--- src/rtl/uart_dbg_consts.svh ---
`ifndef UDBG_CONSTS_SVH
`define UDBG_CONSTS_SVH

// Clock cycles per UART bit
`define UDBG_CLKS_PER_BIT 8

// Command bytes sent by the host
`define UDBG_CMD_READ  8'h11
`define UDBG_CMD_WRITE 8'h12
`define UDBG_CMD_EXEC  8'h13

// Reply bytes from the target
`define UDBG_ACK 8'h06
`define UDBG_EOT 8'h04
`define UDBG_EOC 8'h14

// Operation codes on the command port
`define UDBG_OP_READ  2'd0
`define UDBG_OP_WRITE 2'd1
`define UDBG_OP_EXEC  2'd2

`endif
--- src/rtl/uart_dbg_pkg.sv ---
package uart_dbg_pkg;

  //////////////////////////////////////////////////////////////////////////
  // Multi-byte protocol words
  //////////////////////////////////////////////////////////////////////////

  // Address or length, counted as a value and sent byte by byte
  typedef union packed {
    logic [63:0]     value;
    logic [7:0][7:0] bytes;
  } dbg_dword_u;

  // Exit code, gathered byte by byte and read out as a value
  typedef union packed {
    logic [31:0]     value;
    logic [3:0][7:0] bytes;
  } dbg_word_u;

endpackage

--- src/rtl/uart_dbg_host.sv ---
`timescale 1ns/1ps

module uart_dbg_host #(
  parameter bit parity_ena = 1'b0
) (
  input  logic        clk,
  input  logic        rst_i,
  input  logic        cmd_start_i,
  input  logic [1:0]  cmd_op_i,
  input  logic [63:0] cmd_addr_i,
  input  logic [63:0] cmd_len_i,
  output logic        wr_req_o,
  input  logic [7:0]  wr_byte_i,
  output logic [7:0]  rd_byte_o,
  output logic        rd_valid_o,
  output logic        busy_o,
  output logic        done_o,
  output logic        err_o,
  output logic        eoc_o,
  output logic [31:0] exit_code_o,
  output logic        parity_err_o,
  output logic        uart_tx_o,
  input  logic        uart_rx_i
);

  logic                    tx_start;
  logic [7:0]              tx_byte;
  logic                    tx_done;
  logic [7:0]              rx_byte;
  logic                    rx_valid;
  logic                    expect_reply;
  logic [7:0]              reply_byte;
  logic                    reply_valid;
  uart_dbg_pkg::dbg_word_u exit_code;

  //////////////////////////////////////////////////////////////////////////
  // Serial line
  //////////////////////////////////////////////////////////////////////////

  uart_tx #(
    .parity_ena ( parity_ena )
  ) i_uart_tx (
    .clk        ( clk       ),
    .rst_i      ( rst_i     ),
    .tx_start_i ( tx_start  ),
    .tx_byte_i  ( tx_byte   ),
    .tx_o       ( uart_tx_o ),
    .tx_done_o  ( tx_done   )
  );

  uart_rx #(
    .parity_ena ( parity_ena )
  ) i_uart_rx (
    .clk          ( clk          ),
    .rst_i        ( rst_i        ),
    .rx_i         ( uart_rx_i    ),
    .rx_byte_o    ( rx_byte      ),
    .rx_valid_o   ( rx_valid     ),
    .parity_err_o ( parity_err_o )
  );

  //////////////////////////////////////////////////////////////////////////
  // Protocol
  //////////////////////////////////////////////////////////////////////////

  dbg_cmd_seq i_dbg_cmd_seq (
    .clk            ( clk                                       ),
    .rst_i          ( rst_i                                     ),
    .cmd_start_i    ( cmd_start_i                               ),
    .cmd_op_i       ( cmd_op_i                                  ),
    .cmd_addr_i     ( uart_dbg_pkg::dbg_dword_u'(cmd_addr_i)    ),
    .cmd_len_i      ( uart_dbg_pkg::dbg_dword_u'(cmd_len_i)     ),
    .wr_req_o       ( wr_req_o                                  ),
    .wr_byte_i      ( wr_byte_i                                 ),
    .rd_byte_o      ( rd_byte_o                                 ),
    .rd_valid_o     ( rd_valid_o                                ),
    .busy_o         ( busy_o                                    ),
    .done_o         ( done_o                                    ),
    .err_o          ( err_o                                     ),
    .tx_start_o     ( tx_start                                  ),
    .tx_byte_o      ( tx_byte                                   ),
    .tx_done_i      ( tx_done                                   ),
    .expect_reply_o ( expect_reply                              ),
    .reply_byte_i   ( reply_byte                                ),
    .reply_valid_i  ( reply_valid                               )
  );

  dbg_rx_router i_dbg_rx_router (
    .clk            ( clk          ),
    .rst_i          ( rst_i        ),
    .rx_byte_i      ( rx_byte      ),
    .rx_valid_i     ( rx_valid     ),
    .expect_reply_i ( expect_reply ),
    .reply_byte_o   ( reply_byte   ),
    .reply_valid_o  ( reply_valid  ),
    .eoc_o          ( eoc_o        ),
    .exit_code_o    ( exit_code    )
  );

  assign exit_code_o = exit_code.value;

endmodule

--- src/rtl/dbg_rx_router.sv ---
`timescale 1ns/1ps
`include "uart_dbg_consts.svh"

module dbg_rx_router (
  input  logic                    clk,
  input  logic                    rst_i,
  input  logic [7:0]              rx_byte_i,
  input  logic                    rx_valid_i,
  input  logic                    expect_reply_i,
  output logic [7:0]              reply_byte_o,
  output logic                    reply_valid_o,
  output logic                    eoc_o,
  output uart_dbg_pkg::dbg_word_u exit_code_o
);

  logic                    reply_valid_q;
  logic [7:0]              reply_byte_q;
  logic                    cap_active_q;
  logic [1:0]              cap_cnt_q;
  logic                    eoc_q;
  uart_dbg_pkg::dbg_word_u exit_q;
  logic                    idle_byte;

  // Byte received outside a command
  assign idle_byte = rx_valid_i && !expect_reply_i;

  always_ff @(posedge clk) begin
    if (rst_i) begin
      reply_valid_q <= 1'b0;
      cap_active_q  <= 1'b0;
      cap_cnt_q     <= '0;
      eoc_q         <= 1'b0;
    end else begin
      reply_valid_q <= rx_valid_i && expect_reply_i;
      eoc_q         <= 1'b0;
      if (expect_reply_i) begin
        // A new command drops any partial capture
        cap_active_q <= 1'b0;
        cap_cnt_q    <= '0;
      end else if (idle_byte) begin
        if (cap_active_q) begin
          cap_cnt_q <= cap_cnt_q + 2'd1;
          if (cap_cnt_q == 2'd3) begin
            cap_active_q <= 1'b0;
            eoc_q        <= 1'b1;
          end
        end else if (rx_byte_i == `UDBG_EOC) begin
          cap_active_q <= 1'b1;
          cap_cnt_q    <= '0;
        end
        // Plain text bytes fall through here
      end
    end
  end

  // Exit code arrives LSB first
  always_ff @(posedge clk) begin
    reply_byte_q <= rx_byte_i;
    if (idle_byte && cap_active_q) begin
      exit_q.bytes[cap_cnt_q] <= rx_byte_i;
    end
  end

  assign reply_byte_o  = reply_byte_q;
  assign reply_valid_o = reply_valid_q;
  assign eoc_o         = eoc_q;
  assign exit_code_o   = exit_q;

endmodule

--- src/rtl/dbg_cmd_seq.sv ---
`timescale 1ns/1ps
`include "uart_dbg_consts.svh"

module dbg_cmd_seq (
  input  logic                     clk,
  input  logic                     rst_i,
  input  logic                     cmd_start_i,
  input  logic [1:0]               cmd_op_i,
  input  uart_dbg_pkg::dbg_dword_u cmd_addr_i,
  input  uart_dbg_pkg::dbg_dword_u cmd_len_i,
  output logic                     wr_req_o,
  input  logic [7:0]               wr_byte_i,
  output logic [7:0]               rd_byte_o,
  output logic                     rd_valid_o,
  output logic                     busy_o,
  output logic                     done_o,
  output logic                     err_o,
  output logic                     tx_start_o,
  output logic [7:0]               tx_byte_o,
  input  logic                     tx_done_i,
  output logic                     expect_reply_o,
  input  logic [7:0]               reply_byte_i,
  input  logic                     reply_valid_i
);

  localparam logic [3:0] st_idle     = 4'd0;
  localparam logic [3:0] st_hdr_send = 4'd1;
  localparam logic [3:0] st_hdr_wait = 4'd2;
  localparam logic [3:0] st_ack      = 4'd3;
  localparam logic [3:0] st_wr_req   = 4'd4;
  localparam logic [3:0] st_wr_send  = 4'd5;
  localparam logic [3:0] st_wr_wait  = 4'd6;
  localparam logic [3:0] st_rd       = 4'd7;
  localparam logic [3:0] st_eot      = 4'd8;

  logic [3:0]               state_q;
  logic [4:0]               byte_idx_q;
  logic [1:0]               op_q;
  uart_dbg_pkg::dbg_dword_u addr_q;
  uart_dbg_pkg::dbg_dword_u len_q;
  logic                     done_q;
  logic                     err_q;
  logic                     rd_valid_q;
  logic [7:0]               rd_byte_q;
  logic [7:0]               cmd_byte;
  logic [2:0]               byte_sel;
  logic [7:0]               hdr_byte;
  logic                     is_exec;
  logic [4:0]               last_idx;
  logic                     last_data;
  logic                     data_step;

  //////////////////////////////////////////////////////////////////////////
  // Header byte selection
  //////////////////////////////////////////////////////////////////////////

  always_comb begin
    case (op_q)
      `UDBG_OP_READ:  cmd_byte = `UDBG_CMD_READ;
      `UDBG_OP_WRITE: cmd_byte = `UDBG_CMD_WRITE;
      default:        cmd_byte = `UDBG_CMD_EXEC;
    endcase
  end

  // Index 0 is the command, 1..8 address, 9..16 length
  assign byte_sel = byte_idx_q[2:0] - 3'd1;

  always_comb begin
    if (byte_idx_q == 5'd0) begin
      hdr_byte = cmd_byte;
    end else if (byte_idx_q <= 5'd8) begin
      hdr_byte = addr_q.bytes[byte_sel];
    end else begin
      hdr_byte = len_q.bytes[byte_sel];
    end
  end

  // Exec sends no length
  assign is_exec   = (op_q == `UDBG_OP_EXEC);
  assign last_idx  = is_exec ? 5'd8 : 5'd16;
  assign last_data = (len_q.value == 64'd1);
  assign data_step = ((state_q == st_wr_wait) && tx_done_i) ||
                     ((state_q == st_rd) && reply_valid_i);

  //////////////////////////////////////////////////////////////////////////
  // Transaction FSM
  //////////////////////////////////////////////////////////////////////////

  always_ff @(posedge clk) begin
    if (rst_i) begin
      state_q    <= st_idle;
      byte_idx_q <= '0;
      done_q     <= 1'b0;
      err_q      <= 1'b0;
      rd_valid_q <= 1'b0;
    end else begin
      done_q     <= 1'b0;
      rd_valid_q <= 1'b0;
      case (state_q)
        st_idle: begin
          if (cmd_start_i) begin
            state_q    <= st_hdr_send;
            byte_idx_q <= '0;
            err_q      <= 1'b0;
          end
        end
        st_hdr_send: begin
          state_q <= st_hdr_wait;
        end
        st_hdr_wait: begin
          if (tx_done_i) begin
            if (byte_idx_q == last_idx) begin
              state_q <= st_ack;
            end else begin
              byte_idx_q <= byte_idx_q + 5'd1;
              state_q    <= st_hdr_send;
            end
          end
        end
        st_ack: begin
          if (reply_valid_i) begin
            if (reply_byte_i != `UDBG_ACK) begin
              // Abort without data phase
              state_q <= st_idle;
              done_q  <= 1'b1;
              err_q   <= 1'b1;
            end else if (is_exec) begin
              state_q <= st_idle;
              done_q  <= 1'b1;
            end else if (op_q == `UDBG_OP_WRITE) begin
              state_q <= st_wr_req;
            end else begin
              state_q <= st_rd;
            end
          end
        end
        st_wr_req: begin
          state_q <= st_wr_send;
        end
        st_wr_send: begin
          state_q <= st_wr_wait;
        end
        st_wr_wait: begin
          if (tx_done_i) begin
            state_q <= last_data ? st_eot : st_wr_req;
          end
        end
        st_rd: begin
          if (reply_valid_i) begin
            rd_valid_q <= 1'b1;
            state_q    <= last_data ? st_eot : st_rd;
          end
        end
        st_eot: begin
          if (reply_valid_i) begin
            state_q <= st_idle;
            done_q  <= 1'b1;
            err_q   <= (reply_byte_i != `UDBG_EOT);
          end
        end
        default: begin
          state_q <= st_idle;
        end
      endcase
    end
  end

  // Command registers, length counts down per data byte
  always_ff @(posedge clk) begin
    if ((state_q == st_idle) && cmd_start_i) begin
      // Unknown op codes run as exec
      if ((cmd_op_i == `UDBG_OP_READ) || (cmd_op_i == `UDBG_OP_WRITE)) begin
        op_q <= cmd_op_i;
      end else begin
        op_q <= `UDBG_OP_EXEC;
      end
      addr_q <= cmd_addr_i;
      len_q  <= cmd_len_i;
    end else if (data_step) begin
      len_q.value <= len_q.value - 64'd1;
    end
    rd_byte_q <= reply_byte_i;
  end

  assign tx_start_o     = (state_q == st_hdr_send) || (state_q == st_wr_send);
  // Write data is sampled by the serializer in the send cycle
  assign tx_byte_o      = (state_q == st_wr_send) ? wr_byte_i : hdr_byte;
  assign wr_req_o       = (state_q == st_wr_req);
  assign busy_o         = (state_q != st_idle);
  assign expect_reply_o = busy_o;
  assign done_o         = done_q;
  assign err_o          = err_q;
  assign rd_valid_o     = rd_valid_q;
  assign rd_byte_o      = rd_byte_q;

endmodule

--- src/rtl/uart_rx.sv ---
`timescale 1ns/1ps
`include "uart_dbg_consts.svh"

module uart_rx #(
  parameter bit parity_ena = 1'b0
) (
  input  logic       clk,
  input  logic       rst_i,
  input  logic       rx_i,
  output logic [7:0] rx_byte_o,
  output logic       rx_valid_o,
  output logic       parity_err_o
);

  localparam int clks_per_bit = `UDBG_CLKS_PER_BIT;
  localparam int half_bit     = clks_per_bit / 2;
  localparam int cnt_w        = $clog2(clks_per_bit);
  localparam int frame_bits   = parity_ena ? 11 : 10;

  logic             rx_meta_q;
  logic             rx_sync_q;
  logic             rx_prev_q;
  logic             busy_q;
  logic [cnt_w-1:0] cnt_q;
  logic [3:0]       bit_idx_q;
  logic [7:0]       data_q;
  logic             par_q;
  logic             valid_q;
  logic             perr_q;
  logic             sample;

  // Mid-bit sample point
  assign sample = busy_q && (cnt_q == '0);

  always_ff @(posedge clk) begin
    if (rst_i) begin
      rx_meta_q <= 1'b1;
      rx_sync_q <= 1'b1;
      rx_prev_q <= 1'b1;
      busy_q    <= 1'b0;
      cnt_q     <= '0;
      bit_idx_q <= '0;
      valid_q   <= 1'b0;
      perr_q    <= 1'b0;
    end else begin
      rx_meta_q <= rx_i;
      rx_sync_q <= rx_meta_q;
      rx_prev_q <= rx_sync_q;
      valid_q   <= 1'b0;
      perr_q    <= 1'b0;
      if (!busy_q) begin
        // Falling edge of the start bit
        if (rx_prev_q && !rx_sync_q) begin
          busy_q    <= 1'b1;
          cnt_q     <= cnt_w'(half_bit - 1);
          bit_idx_q <= '0;
        end
      end else if (!sample) begin
        cnt_q <= cnt_q - cnt_w'(1);
      end else begin
        cnt_q     <= cnt_w'(clks_per_bit - 1);
        bit_idx_q <= bit_idx_q + 4'd1;
        if (bit_idx_q == 4'd0) begin
          // Glitch, line back high at mid start bit
          if (rx_sync_q) begin
            busy_q <= 1'b0;
          end
        end else if (bit_idx_q == 4'(frame_bits - 1)) begin
          busy_q  <= 1'b0;
          valid_q <= 1'b1;
          perr_q  <= parity_ena && (par_q != ^data_q);
        end
      end
    end
  end

  // Data shifts in LSB first
  always_ff @(posedge clk) begin
    if (sample && (bit_idx_q >= 4'd1) && (bit_idx_q <= 4'd8)) begin
      data_q <= {rx_sync_q, data_q[7:1]};
    end
    if (sample && parity_ena && (bit_idx_q == 4'd9)) begin
      par_q <= rx_sync_q;
    end
  end

  assign rx_byte_o    = data_q;
  assign rx_valid_o   = valid_q;
  assign parity_err_o = perr_q;

endmodule

--- src/rtl/uart_tx.sv ---
`timescale 1ns/1ps
`include "uart_dbg_consts.svh"

module uart_tx #(
  parameter bit parity_ena = 1'b0
) (
  input  logic       clk,
  input  logic       rst_i,
  input  logic       tx_start_i,
  input  logic [7:0] tx_byte_i,
  output logic       tx_o,
  output logic       tx_done_o
);

  localparam int clks_per_bit = `UDBG_CLKS_PER_BIT;
  localparam int cnt_w        = $clog2(clks_per_bit);
  localparam int frame_bits   = parity_ena ? 11 : 10;

  logic             busy_q;
  logic [cnt_w-1:0] baud_cnt_q;
  logic [3:0]       bit_cnt_q;
  logic [10:0]      frame_q;
  logic             tx_q;
  logic             done_q;
  logic             par_or_stop;

  // Slot 9 holds parity, or the stop bit without parity
  assign par_or_stop = parity_ena ? ^tx_byte_i : 1'b1;

  always_ff @(posedge clk) begin
    if (rst_i) begin
      busy_q     <= 1'b0;
      baud_cnt_q <= '0;
      bit_cnt_q  <= '0;
      tx_q       <= 1'b1;
      done_q     <= 1'b0;
    end else begin
      done_q <= 1'b0;
      if (!busy_q) begin
        if (tx_start_i) begin
          busy_q     <= 1'b1;
          baud_cnt_q <= '0;
          bit_cnt_q  <= '0;
          // Start bit
          tx_q       <= 1'b0;
        end
      end else if (baud_cnt_q == cnt_w'(clks_per_bit - 1)) begin
        baud_cnt_q <= '0;
        if (bit_cnt_q == 4'(frame_bits - 1)) begin
          // End of stop bit
          busy_q <= 1'b0;
          done_q <= 1'b1;
          tx_q   <= 1'b1;
        end else begin
          bit_cnt_q <= bit_cnt_q + 4'd1;
          tx_q      <= frame_q[bit_cnt_q + 4'd1];
        end
      end else begin
        baud_cnt_q <= baud_cnt_q + cnt_w'(1);
      end
    end
  end

  // Frame image, data LSB first after the start bit
  always_ff @(posedge clk) begin
    if (!busy_q && tx_start_i) begin
      frame_q <= {1'b1, par_or_stop, tx_byte_i, 1'b0};
    end
  end

  assign tx_o      = tx_q;
  assign tx_done_o = done_q;

endmodule

--- config.mk ---
export PLATFORM = sky130hd
export DESIGN_NAME = uart_dbg_host
export DESIGN_NICKNAME = d
export VERILOG_FILES = /design/src/rtl/uart_dbg_pkg.sv /design/src/rtl/uart_dbg_host.sv /design/src/rtl/dbg_rx_router.sv /design/src/rtl/dbg_cmd_seq.sv /design/src/rtl/uart_rx.sv /design/src/rtl/uart_tx.sv
export VERILOG_INCLUDE_DIRS = /design/src /design/src/rtl
export SDC_FILE = /design/constraint.sdc
export NUM_CORES = 1
export LEC_CHECK = 0
export BUFFER_PORTS_ARGS = -buffer_cell sky130_fd_sc_hd__clkbuf_2
export CAP_MARGIN = 30
export CORE_UTILIZATION = 41
export CTS_CLUSTER_SIZE = 28
export DETAILED_ROUTE_END_ITERATION = 7
export HOLD_SLACK_MARGIN = 0.08
export PLACE_DENSITY = 0.6
export SLEW_MARGIN = 20
export SYNTH_ARGS = -nofsm -noshare
export SYNTH_HDL_FRONTEND = slang
export SYNTH_SLANG_ARGS = --single-unit
export TNS_END_PERCENT = 50
--- constraint.sdc ---
create_clock -name clk -period 6.9 [get_ports clk]
set_clock_uncertainty 0.15 [all_clocks]
set_input_delay 1.38 -clock clk [delete_from_list [all_inputs] [get_ports clk]]
set_output_delay 1.38 -clock clk [all_outputs]
set_load 0.01 [all_outputs]
# --- After elaboration in Yosys (flattened, before gate mapping) ---
# Cells that the tools add are included.
word_totals:
  out_inout_bits: 48
  ff_bits: 233
  in_bits: 142
op_classes:
  n_lt_le_gt_ge: 7
  muxes: 78
  addsub: 8
  reduce_logical: 43
  bitwise: 7
  eq_ne: 31
op_table:
  columns: ["cell", "n"]
  rows:
  - ["two-way mux 64 bit", 2]
  - ["two-way mux 4 bit", 17]
  - ["== test 64 x 1 -> 1 bit (second input constant)", 1]
  - ["subtractor 64 x 1 -> 64 bit (second input constant)", 1]
  - ["binary-select mux 8 bit (select 3 bit)", 2]
  - ["two-way mux 8 bit", 6]
  - ["case mux 4 bit (9 select lines)", 1]
  - ["bitwise mux 32 bit", 1]
  - ["two-way mux 1 bit", 29]
  - ["two-way mux 5 bit", 4]
  - ["two-way mux 3 bit", 6]
  - ["demux 8 bit (select 2 bit)", 1]
  - ["== test 4 x 3 -> 1 bit (second input constant)", 4]
  - ["!= test 8 x 3 -> 1 bit (second input constant)", 2]
  - ["!= test 2 bit (second input constant)", 7]
  - ["== test 4 bit (second input constant)", 3]
  - ["logical AND 1 bit", 12]
  - ["case mux 5 bit (2 select lines)", 1]
  - ["nonzero test 2 bit", 5]
  - ["adder 4 x 1 -> 4 bit (second input constant)", 2]
  - ["== test 4 x 2 -> 1 bit (second input constant)", 2]
  - ["== test 8 x 5 -> 1 bit (second input constant)", 1]
  - ["zero test 4 bit", 2]
  - ["two-way mux 2 bit", 4]
  - ["37 further kinds", 58]

# --- Depth between registers and ports, before layout ---
# Gate-level depths: netlist of run 1.
logic_depth:
  ltp_word: 6
  ltp_mapped: 12

# --- By module ---
# Synthesis of run 1 repeated with hierarchy kept, for this count alone.
hier_totals:
  hier_cells: 951
  hier_area_um2: 11402.2
modules_own_cells:
  columns: ["mod", "area_each_um2", "n_inst", "seq_area_each_um2", "cells_each"]
  rows:
  - ["dbg_cmd_seq", 8329.2, 1, 4304.1, 734]
  - ["dbg_rx_router", 1421.4, 1, 1221.2, 71]
  - ["uart_rx", 832.0, 1, 480.5, 71]
  - ["uart_tx", 819.5, 1, 440.4, 75]

# --- Least setup slack after synthesis of run 1 ---
# OpenSTA, ideal clock, no wires.
synth_timing:
  path_kind: "register -> register"
  start: "register i_dbg_cmd_seq.state_q[2]"
  end: "register i_dbg_cmd_seq.len_q[0] (netlist bit), enable pin"
  path_stages_with_launch: 4
  t_required_ps: 6176
  arrival_time_ps: 5267
  synth_period_minus_slack_ps: 5992
  setup_ps: 574
  slack_ps: 908
  path_cell_list: "dfxtp_1 -> clkbuf_1 -> nand3b_1 -> o21ai_0"
synth_via:
  elab_chain_cells: 4
  elab_cells_between_ends: 8
  cone_classes: "eq/ne (2); reduce/logical (6)"
synth_rtl:
  columns: ["item", "line_no", "rtl"]
  rows:
  - ["start: declaration", "dbg_cmd_seq.sv:36", "logic [3:0] state_q;"]
  - ["start signal: assignment", "dbg_cmd_seq.sv:91", "state_q <= st_idle;"]
  - ["start signal: assignment", "dbg_cmd_seq.sv:102", "state_q <= st_hdr_send;"]
  - ["start signal: assignment", "dbg_cmd_seq.sv:108", "state_q <= st_hdr_wait;"]
  - ["== test 4 x 3 -> 1 bit (on tied branches)", "dbg_cmd_seq.sv:82, dbg_cmd_seq.sv:83", null]
  - ["logical AND 1 bit (on tied branches)", "dbg_cmd_seq.sv:82, dbg_cmd_seq.sv:83", null]
  - ["logical OR 1 bit", "dbg_cmd_seq.sv:82", "assign data_step = ((state_q == st_wr_wait) && tx_done_i) ||"]
  - ["nonzero test 2 bit (no line) (*)", null, null]
  - ["end signal: assignment", "dbg_cmd_seq.sv:178", "len_q <= cmd_len_i;"]
  - ["end: declaration", "dbg_cmd_seq.sv:40", "uart_dbg_pkg::dbg_dword_u len_q;"]
# Mark *: on every way between the ends. The rest lies on a longest branch, timed or not.
# A chain may end at the register's enable or synchronous reset.

# --- Worst setup path in the final report of run 1 ---
layout_timing:
  start: "register i_dbg_cmd_seq.len_q[0] (netlist bit)"
  end: "register i_dbg_cmd_seq.len_q[57] (netlist bit) (data pin)"
layout_via:
  elab_chain_cells: 3
layout_rtl:
  columns: ["item", "line_no", "rtl"]
  rows:
  - ["subtractor 64 x 1 -> 64 bit", "dbg_cmd_seq.sv:180", "len_q.value <= len_q.value - 64'd1;"]
  - ["two-way mux 64 bit", "dbg_cmd_seq.sv:179", "end else if (data_step) begin"]
  - ["two-way mux 64 bit", "dbg_cmd_seq.sv:170", "if ((state_q == st_idle) && cmd_start_i) begin"]
# No other way between the ends. The select of a mux whose other input is x is not followed.

==> out/results.txt, run 1 <==
Final Hold Violating Endpoints = 0
RePlAce Congestion = 0.8548
CTS resizes = 0
number of global-route vias before repair = 7400
share of cells above drive strength 1 = 27.35%
port buffer count = 188
min cycle time layout = 3775 ps
core box area = 26060 um2
WP data arrival = 3880 ps
Slew headroom = 37.20%
gr usage total = 19.17%
pre-CTS WS = 2705 ps
outcome = completed
Setup-failing EPs final = 0
Core Rows = 59
RSZ-0062 raised after global routing = no
CTS Root Cell = clkbuf_16
Inserted Diodes = 0
Hold Crit Depth = 0
placed wire-length estimate = 18.29 mm
I/O pins = 190
Max Cap Violations = 0
chip width = 165.2 um
starting density of the core = 41.91%
Seq/Total Area, Yosys = 59.02%
clock sink count = 233
post-synthesis mux area share = 8.569%
VDD IR max = 0.0002284 V
startpoint types = flip-flop
CTS clock-pin slew for the worst setup and hold paths = 60 ps
pin count of the biggest net entering global routing = 128
Tcrit/Tclk final = 54.71%
fin nets = 1229
Max clock buf depth = 3
initial antenna violation count = 0
CTS tree = yes
htree depth = 1
post-synthesis compound-gate area fraction = 6.771%
Crit Reg-Reg Endpoint = i_dbg_cmd_seq.len_q[57]
Die ar. = 27290 um2
Skew-Pair Late Insertion Delay = 540 ps
syn avg cell area = 12.44 um2
count of cell types in the netlist = 56
Synth Warn # = 0
main combinational cell family by area after synthesis = simple AND/OR/NAND/NOR gates
Via density = 5.346
post-synthesis adder-cell area fraction = 2.406%
final max-slew violation count = 0
Reg2Reg Depth = 6
global-route wire length before repair = 40.30 mm
CP max FO = 14
Power per Cell Area = 269.4 nW/um2
worst slew pin tran = 939.7 ps
Crit Path Class = flip-flop to flip-flop
Fill cells = 2347
DIE HEIGHT = 165.2 um
Post-Synth XOR/XNOR Area = 5.373%
Synth Register Bits = 233
Post-Synth Simple-Gate Area = 15.71%
storage element area = 6447 um2
multi-input logic area = 4263 um2
Area Overhead vs Synth = 19.48%
min-delay src = i_dbg_rx_router.reply_byte_o[6]
Hold Path End = i_dbg_cmd_seq.rd_byte_o[6]
Fin Setup TNS = 0 ps
post-synthesis instance area = 10920 um2
setup ws final = 3125 ps
Worst Hold Class = flip-flop to flip-flop
drt total wl = 26.19 mm
CP required = 7010 ps
Post-synth EDFFs = 178
ys async rst share = 0%
Num CTS Buffers = 27
top_reg_cell synth = edfxtp_1
endpoint type of the worst setup path = flip-flop
CTS Hold Bufs = 0
P_leak = 4.616 nW
DRC viols = 0
fmax = 0.2649 GHz
remaining antenna violation count = 0
Vias = 7597
synthesized instance count = 878
drt first pass iters = 5
r2r setup slk = 3120 ps
RR Startpoint = i_dbg_cmd_seq.len_q[0]
Post CTS Setup Buffer Count = 0
DR iter-0 viols = 639
WL per Instance = 18.43 um
Mapped Nets = 1041
grt total ovfl = 0
==> cell type report <==
class / count / area share, %
clock inverter: 13 / 0.9205
timing repair buffer: 198 / 7.767
inverter: 19 / 0.5849
multi-input combinational: 587 / 32.67
clock buffer: 36 / 5.437
tap: 335 / 3.212
sequential: 233 / 49.41
==> placed cells by master (no fill, tap or decap), drive strengths merged, types with 7 or more instances in the layout <==
master and count:
xnor2 46, buf 10, and2 8, nand3 14, inv 23, nand4 7, nand2b 10, nand2 78
edfxtp 178, mux4 37, or4 15, mux2i 8, a211oi 8, xor2 21, dfxtp 55, nor3 38
or2 8, clkbuf 224, nor2b 13, nor2 72, or3 9, o21ai 60, nor4 30, a21oi 33
ha 21
==> critical path: stages (launching register included) <==
cell and delay, ps:
edfxtp_1 460, or4_1 610, nor3_1 710, nand4_1 770, nor4b_1 560, xnor2_1 160
o21ai_0 80
==> worst max path at each step <==
stage | start | endpoint | slack [ps] | cells after the start
after detailed placement | cmd_start_i | i_dbg_cmd_seq.addr_q[30] | 2710 | 4
after CTS | i_dbg_cmd_seq.len_q[0] | i_dbg_cmd_seq.len_q[57] | 3140 | 6
after global placement | cmd_start_i | i_dbg_cmd_seq.addr_q[22] | 2740 | 4
after floorplan | i_dbg_cmd_seq.state_q[2] | i_dbg_cmd_seq.len_q[0] | 910 | 3
after global routing | i_dbg_cmd_seq.len_q[0] | i_dbg_cmd_seq.len_q[57] | 2840 | 6
final | i_dbg_cmd_seq.len_q[0] | i_dbg_cmd_seq.len_q[57] | 3120 | 6
==> layer usage <==
layer	GRT usage (%)	part of all wire, %	wire length, um
met1	26.33	44	11510
met4	5.546	2.6	690
met2	31.02	47	12340
met3	3.372	6.3	1644
met5	0	0	0
==> power breakdown <==
part	total (mW)	switching [mW]	internal, mW	leakage (nW)
clock	1.35	0.578	0.768	0.393
combinational	0.435	0.233	0.202	2.09
sequential	1.73	0.0928	1.64	2.13
==> cells in the mapped netlist, types with 13 or more instances <==
cell type	n	area, um2
dfxtp_1	55	1101
inv_1	19	71.32
nand2_1	78	292.8
edfxtp_1	178	5345
nor2_1	72	270.3
or4_1	14	105.1
ha_1	21	262.8
mux4_2	37	833.3
o21ai_0	49	245.2
a21oi_1	33	165.2
nor2b_1	13	81.33
clkbuf_1	31	116.4
xnor2_1	46	402.9
nor3_1	38	190.2
nand3_1	14	70.07
xor2_1	21	183.9
nor4_1	24	150.1
==> metrics by stage <==
step	power (mW)	area (um2)	hold slack, ps	utilization (%)	instances
2_1_floorplan	2.043	10920	181.1	-	878
3_3_place_gp	2.195	12210	185.1	46.87	1371
3_5_place_dp	2.202	12220	188.5	46.89	1372
4_1_cts	3.554	13050	204.0	50.07	1421
5_1_grt	3.660	13050	212.9	50.07	1421
6_report	3.516	13050	206.1	50.07	1421
==> flip-flops by register name, summed over array words and instances (netlist names), 2 cells and up <==
name,cells
i_uart_tx.bit_cnt_q,4
i_uart_rx.rx_byte_o,8
i_dbg_rx_router.exit_code_o,32
i_dbg_cmd_seq.op_q,2
i_dbg_cmd_seq.state_q,4
i_dbg_cmd_seq.byte_idx_q,5
i_uart_rx.cnt_q,3
i_dbg_rx_router.cap_cnt_q,2
i_dbg_cmd_seq.addr_q,64
i_uart_rx.bit_idx_q,4
i_dbg_rx_router.reply_byte_o,8
i_dbg_cmd_seq.len_q,64
i_uart_tx.baud_cnt_q,3
i_dbg_cmd_seq.rd_byte_o,8
i_uart_tx.frame_q,8
==> cell families after synthesis <==
kind of cell               Yosys count
other                                1
muxes                               47
and+or+nand+nor                    323
AOI/OAI and AO/OA                  128
buffers and inverters               58
adders and majority gates           21
xor gates and xnor gates            67
DFF                                233
(Power assumes the default switching activity.)
==> inputs of run 2 (changes only) <==
Settings changed: PLACE_DENSITY 0.6 to 0.63.
Clock period 6.9 ns to 3.07 ns, I/O delays scaled along.
==> run 2 against run 1 <==
Compared with the run above:
- maximum frequency grew 24%
- register-to-register slack worse by 3100 ps
- clock-buffer cell count fell by 3
- largest power group unchanged
- final cell count is 3.2% higher
- power grew 130%
- core utilization grew 1.8 points
- critical path type unchanged
- sequential share of layout area shrank 1.8 points
- clock power up 120%
- setup slack got worse by 3100 ps
==> out/results.txt, run 2 (same netlist as run 1, synthesis figures left out) <==
Crit Path Class = flip-flop to flip-flop
Worst Hold Class = input port to flip-flop
startpoint types = flip-flop
share of cells above drive strength 1 = 31.56% (+4.2 points)
CTS Hold Bufs = 0 (unchanged)
Vias = 7792 (+2.6%)
htree depth = 1 (unchanged)
Power Total = 7.989 mW (+130%)
min cycle time layout = 3045 ps (-730.5 ps)
storage element area = 6447 um2 (unchanged)
global-route wire length before repair = 41.38 mm (+2.7%)
Num CTS Buffers = 26 (-3.7%)
RSZ-0062 raised after global routing = yes
P_leak = 4.881 nW (+5.7%)
final max-slew violation count = 0 (unchanged)
Post-Layout Cell Count = 1466 (+3.2%)
Slew headroom = 52.37% (+15 points)
CTS clock-pin slew for the worst setup and hold paths = 60 ps (about the same)
Core Rows = 59 (unchanged)
Final Hold Violating Endpoints = 0 (unchanged)
Area Overhead vs Synth = 23.86%
pin count of the biggest net entering global routing = 125 (-2.3%)
Fill cells = 2256 (-3.9%)
final core utilization = 51.91% (+1.8 points)
Skew-Pair Late Insertion Delay = 530 ps (about the same)
placed wire-length estimate = 19.34 mm (+5.8%)
remaining antenna violation count = 0 (unchanged)
clock sink count = 233 (unchanged)
CTS Root Cell = clkbuf_16
most frequent cells in the layout = clkbuf_2, edfxtp_1, nand2_1, nor2_1, dfxtp_1
port buffer count = 188 (unchanged)
Max Cap Violations = 0 (unchanged)
core box area = 26060 um2 (unchanged)
initial antenna violation count = 0 (unchanged)
Tcrit/Tclk final = 99.17% (+44 points)
fmax = 0.3285 GHz (+24%)
VDD IR max = 0.0003975 V (+74%)
endpoint type of the worst setup path = flip-flop
Inserted Diodes = 0 (unchanged)
leading cell type in the layout, fill and taps excluded = clkbuf_2
DIE HEIGHT = 165.2 um (unchanged)
Power per Cell Area = 590.5 nW/um2 (+120%)
grt total ovfl = 0 (unchanged)
DP Area = 12600 um2 (+3.1%)
CP required = 3190 ps (-3820 ps)
Placed Cells = 1415 (+3.1%)
CTS tree = yes
WL per Instance = 18.18 um (-1.3%)
CP max FO = 5 (-9)
Via density = 5.315 (-0.58%)
DR iter-0 viols = 750 (+17%)
worst slew pin tran = 713.0 ps (-226.8 ps)
drt total wl = 26.66 mm (+1.8%)
Die ar. = 27290 um2 (unchanged)
DRC viols = 0 (unchanged)
fin nets = 1274 (+3.7%)
chip width = 165.2 um (unchanged)
starting density of the core = 41.91% (unchanged)
Setup-failing EPs final = 0 (unchanged)
WP data arrival = 3160 ps (-720 ps)
gr usage total = 19.66% (+0.49 points)
drt first pass iters = 5 (unchanged)
outcome = completed
multi-input logic area = 4347 um2 (+2.0%)
number of global-route vias before repair = 7536 (+1.8%)
Max clock buf depth = 3 (unchanged)
post-route cell area = 13530 um2 (+3.7%)
I/O pins = 190 (unchanged)
RePlAce Congestion = 0.9052 (+5.9%)
==> run 2: cell count changes in the layout (fill, tap and decap cells not counted), moves of 2 or more <==
cell,previous run,this run
or4_4,1,5
inv_6,4,0
inv_4,0,2
buf_12,0,3
inv_1,18,16
buf_4,9,50
inv_2,0,2
clkinvlp_4,3,5
nor4_4,3,5
nor4_1,24,21
or4_1,14,10
clkbuf_1,9,6
clkinv_2,1,5
==> run 2: worst paths after layout <==
path / end / start / cells past startpoint / slack [ps]
setup reg to reg: i_dbg_cmd_seq.len_q[30] / i_dbg_cmd_seq.len_q[6] / 6 / 30
setup / recovery: i_dbg_cmd_seq.len_q[30] / i_dbg_cmd_seq.len_q[6] / 6 / 30
hold reg to reg: i_dbg_cmd_seq.rd_byte_o[0] / i_dbg_rx_router.reply_byte_o[0] / 0 / 200
hold / removal: i_dbg_cmd_seq.addr_q[7] / cmd_addr_i[7] / 1 / 110
==> run 2: cell type report <==
| class | count | area share (%) |
|---|---|---|
| clock inverters | 15 | 0.9434 |
| flip-flops and latches | 233 | 47.66 |
| well taps | 335 | 3.098 |
| repair buffers | 243 | 10.46 |
| multi-input cells | 588 | 32.13 |
| inverters | 19 | 0.5457 |
| clock buffers | 33 | 5.161 |
==> run 2: where the power goes <==
part | internal [mW] | switching, mW | total [mW] | leakage, nW
Sequential | 3.69 | 0.175 | 3.86 | 2.13
Combinational | 0.539 | 0.598 | 1.14 | 2.36
Clock | 1.71 | 1.28 | 2.99 | 0.391
Total | 5.93 | 2.06 | 7.99 | 4.88
==> run 2: layer usage <==
metal | part of all wire [%] | wire, um | up-vias | GRT usage [%]
met5 | 0 | 0 | - | 0
met4 | 2.8 | 739 | 0 | 5.671
met3 | 5.3 | 1421 | 52 | 2.473
met2 | 48 | 12670 | 270 | 32.08
met1 | 44 | 11820 | 3706 | 27.41
li1 | - | - | 3764 | -
==> run 2: what timing repair did <==
action | 4_1_cts | 5_1_grt
pin swaps | 1 | 6
endpoints found under the setup margin | 8 | 15
resized for setup | 4 | 13
buffers inserted | 0 | 2
cloned | 1 | 0
==> run 2: critical path, cell delays in order (launching register included) <==
cell and delay [ps]:
edfxtp_1 380, or4_4 550, or4_4 530, or3_4 460, or4_4 500, xor2_1 140
o21ai_1 70
==> run 2: metrics by stage <==
| step | setup slack (ps) | hold WS, ps | setup TNS, ps |
|---|---|---|---|
| 2_1_floorplan | -932.9 | 181.1 | -7606 |
| 3_3_place_gp | -4.041 | 189.7 | -4.041 |
| 3_5_place_dp | -80.74 | 190.0 | -339.1 |
| 4_1_cts | 11.09 | 84.60 | 0 |
| 5_1_grt | -42.72 | 86.30 | -54.66 |
| 6_report | 25.43 | 108.1 | 0 |
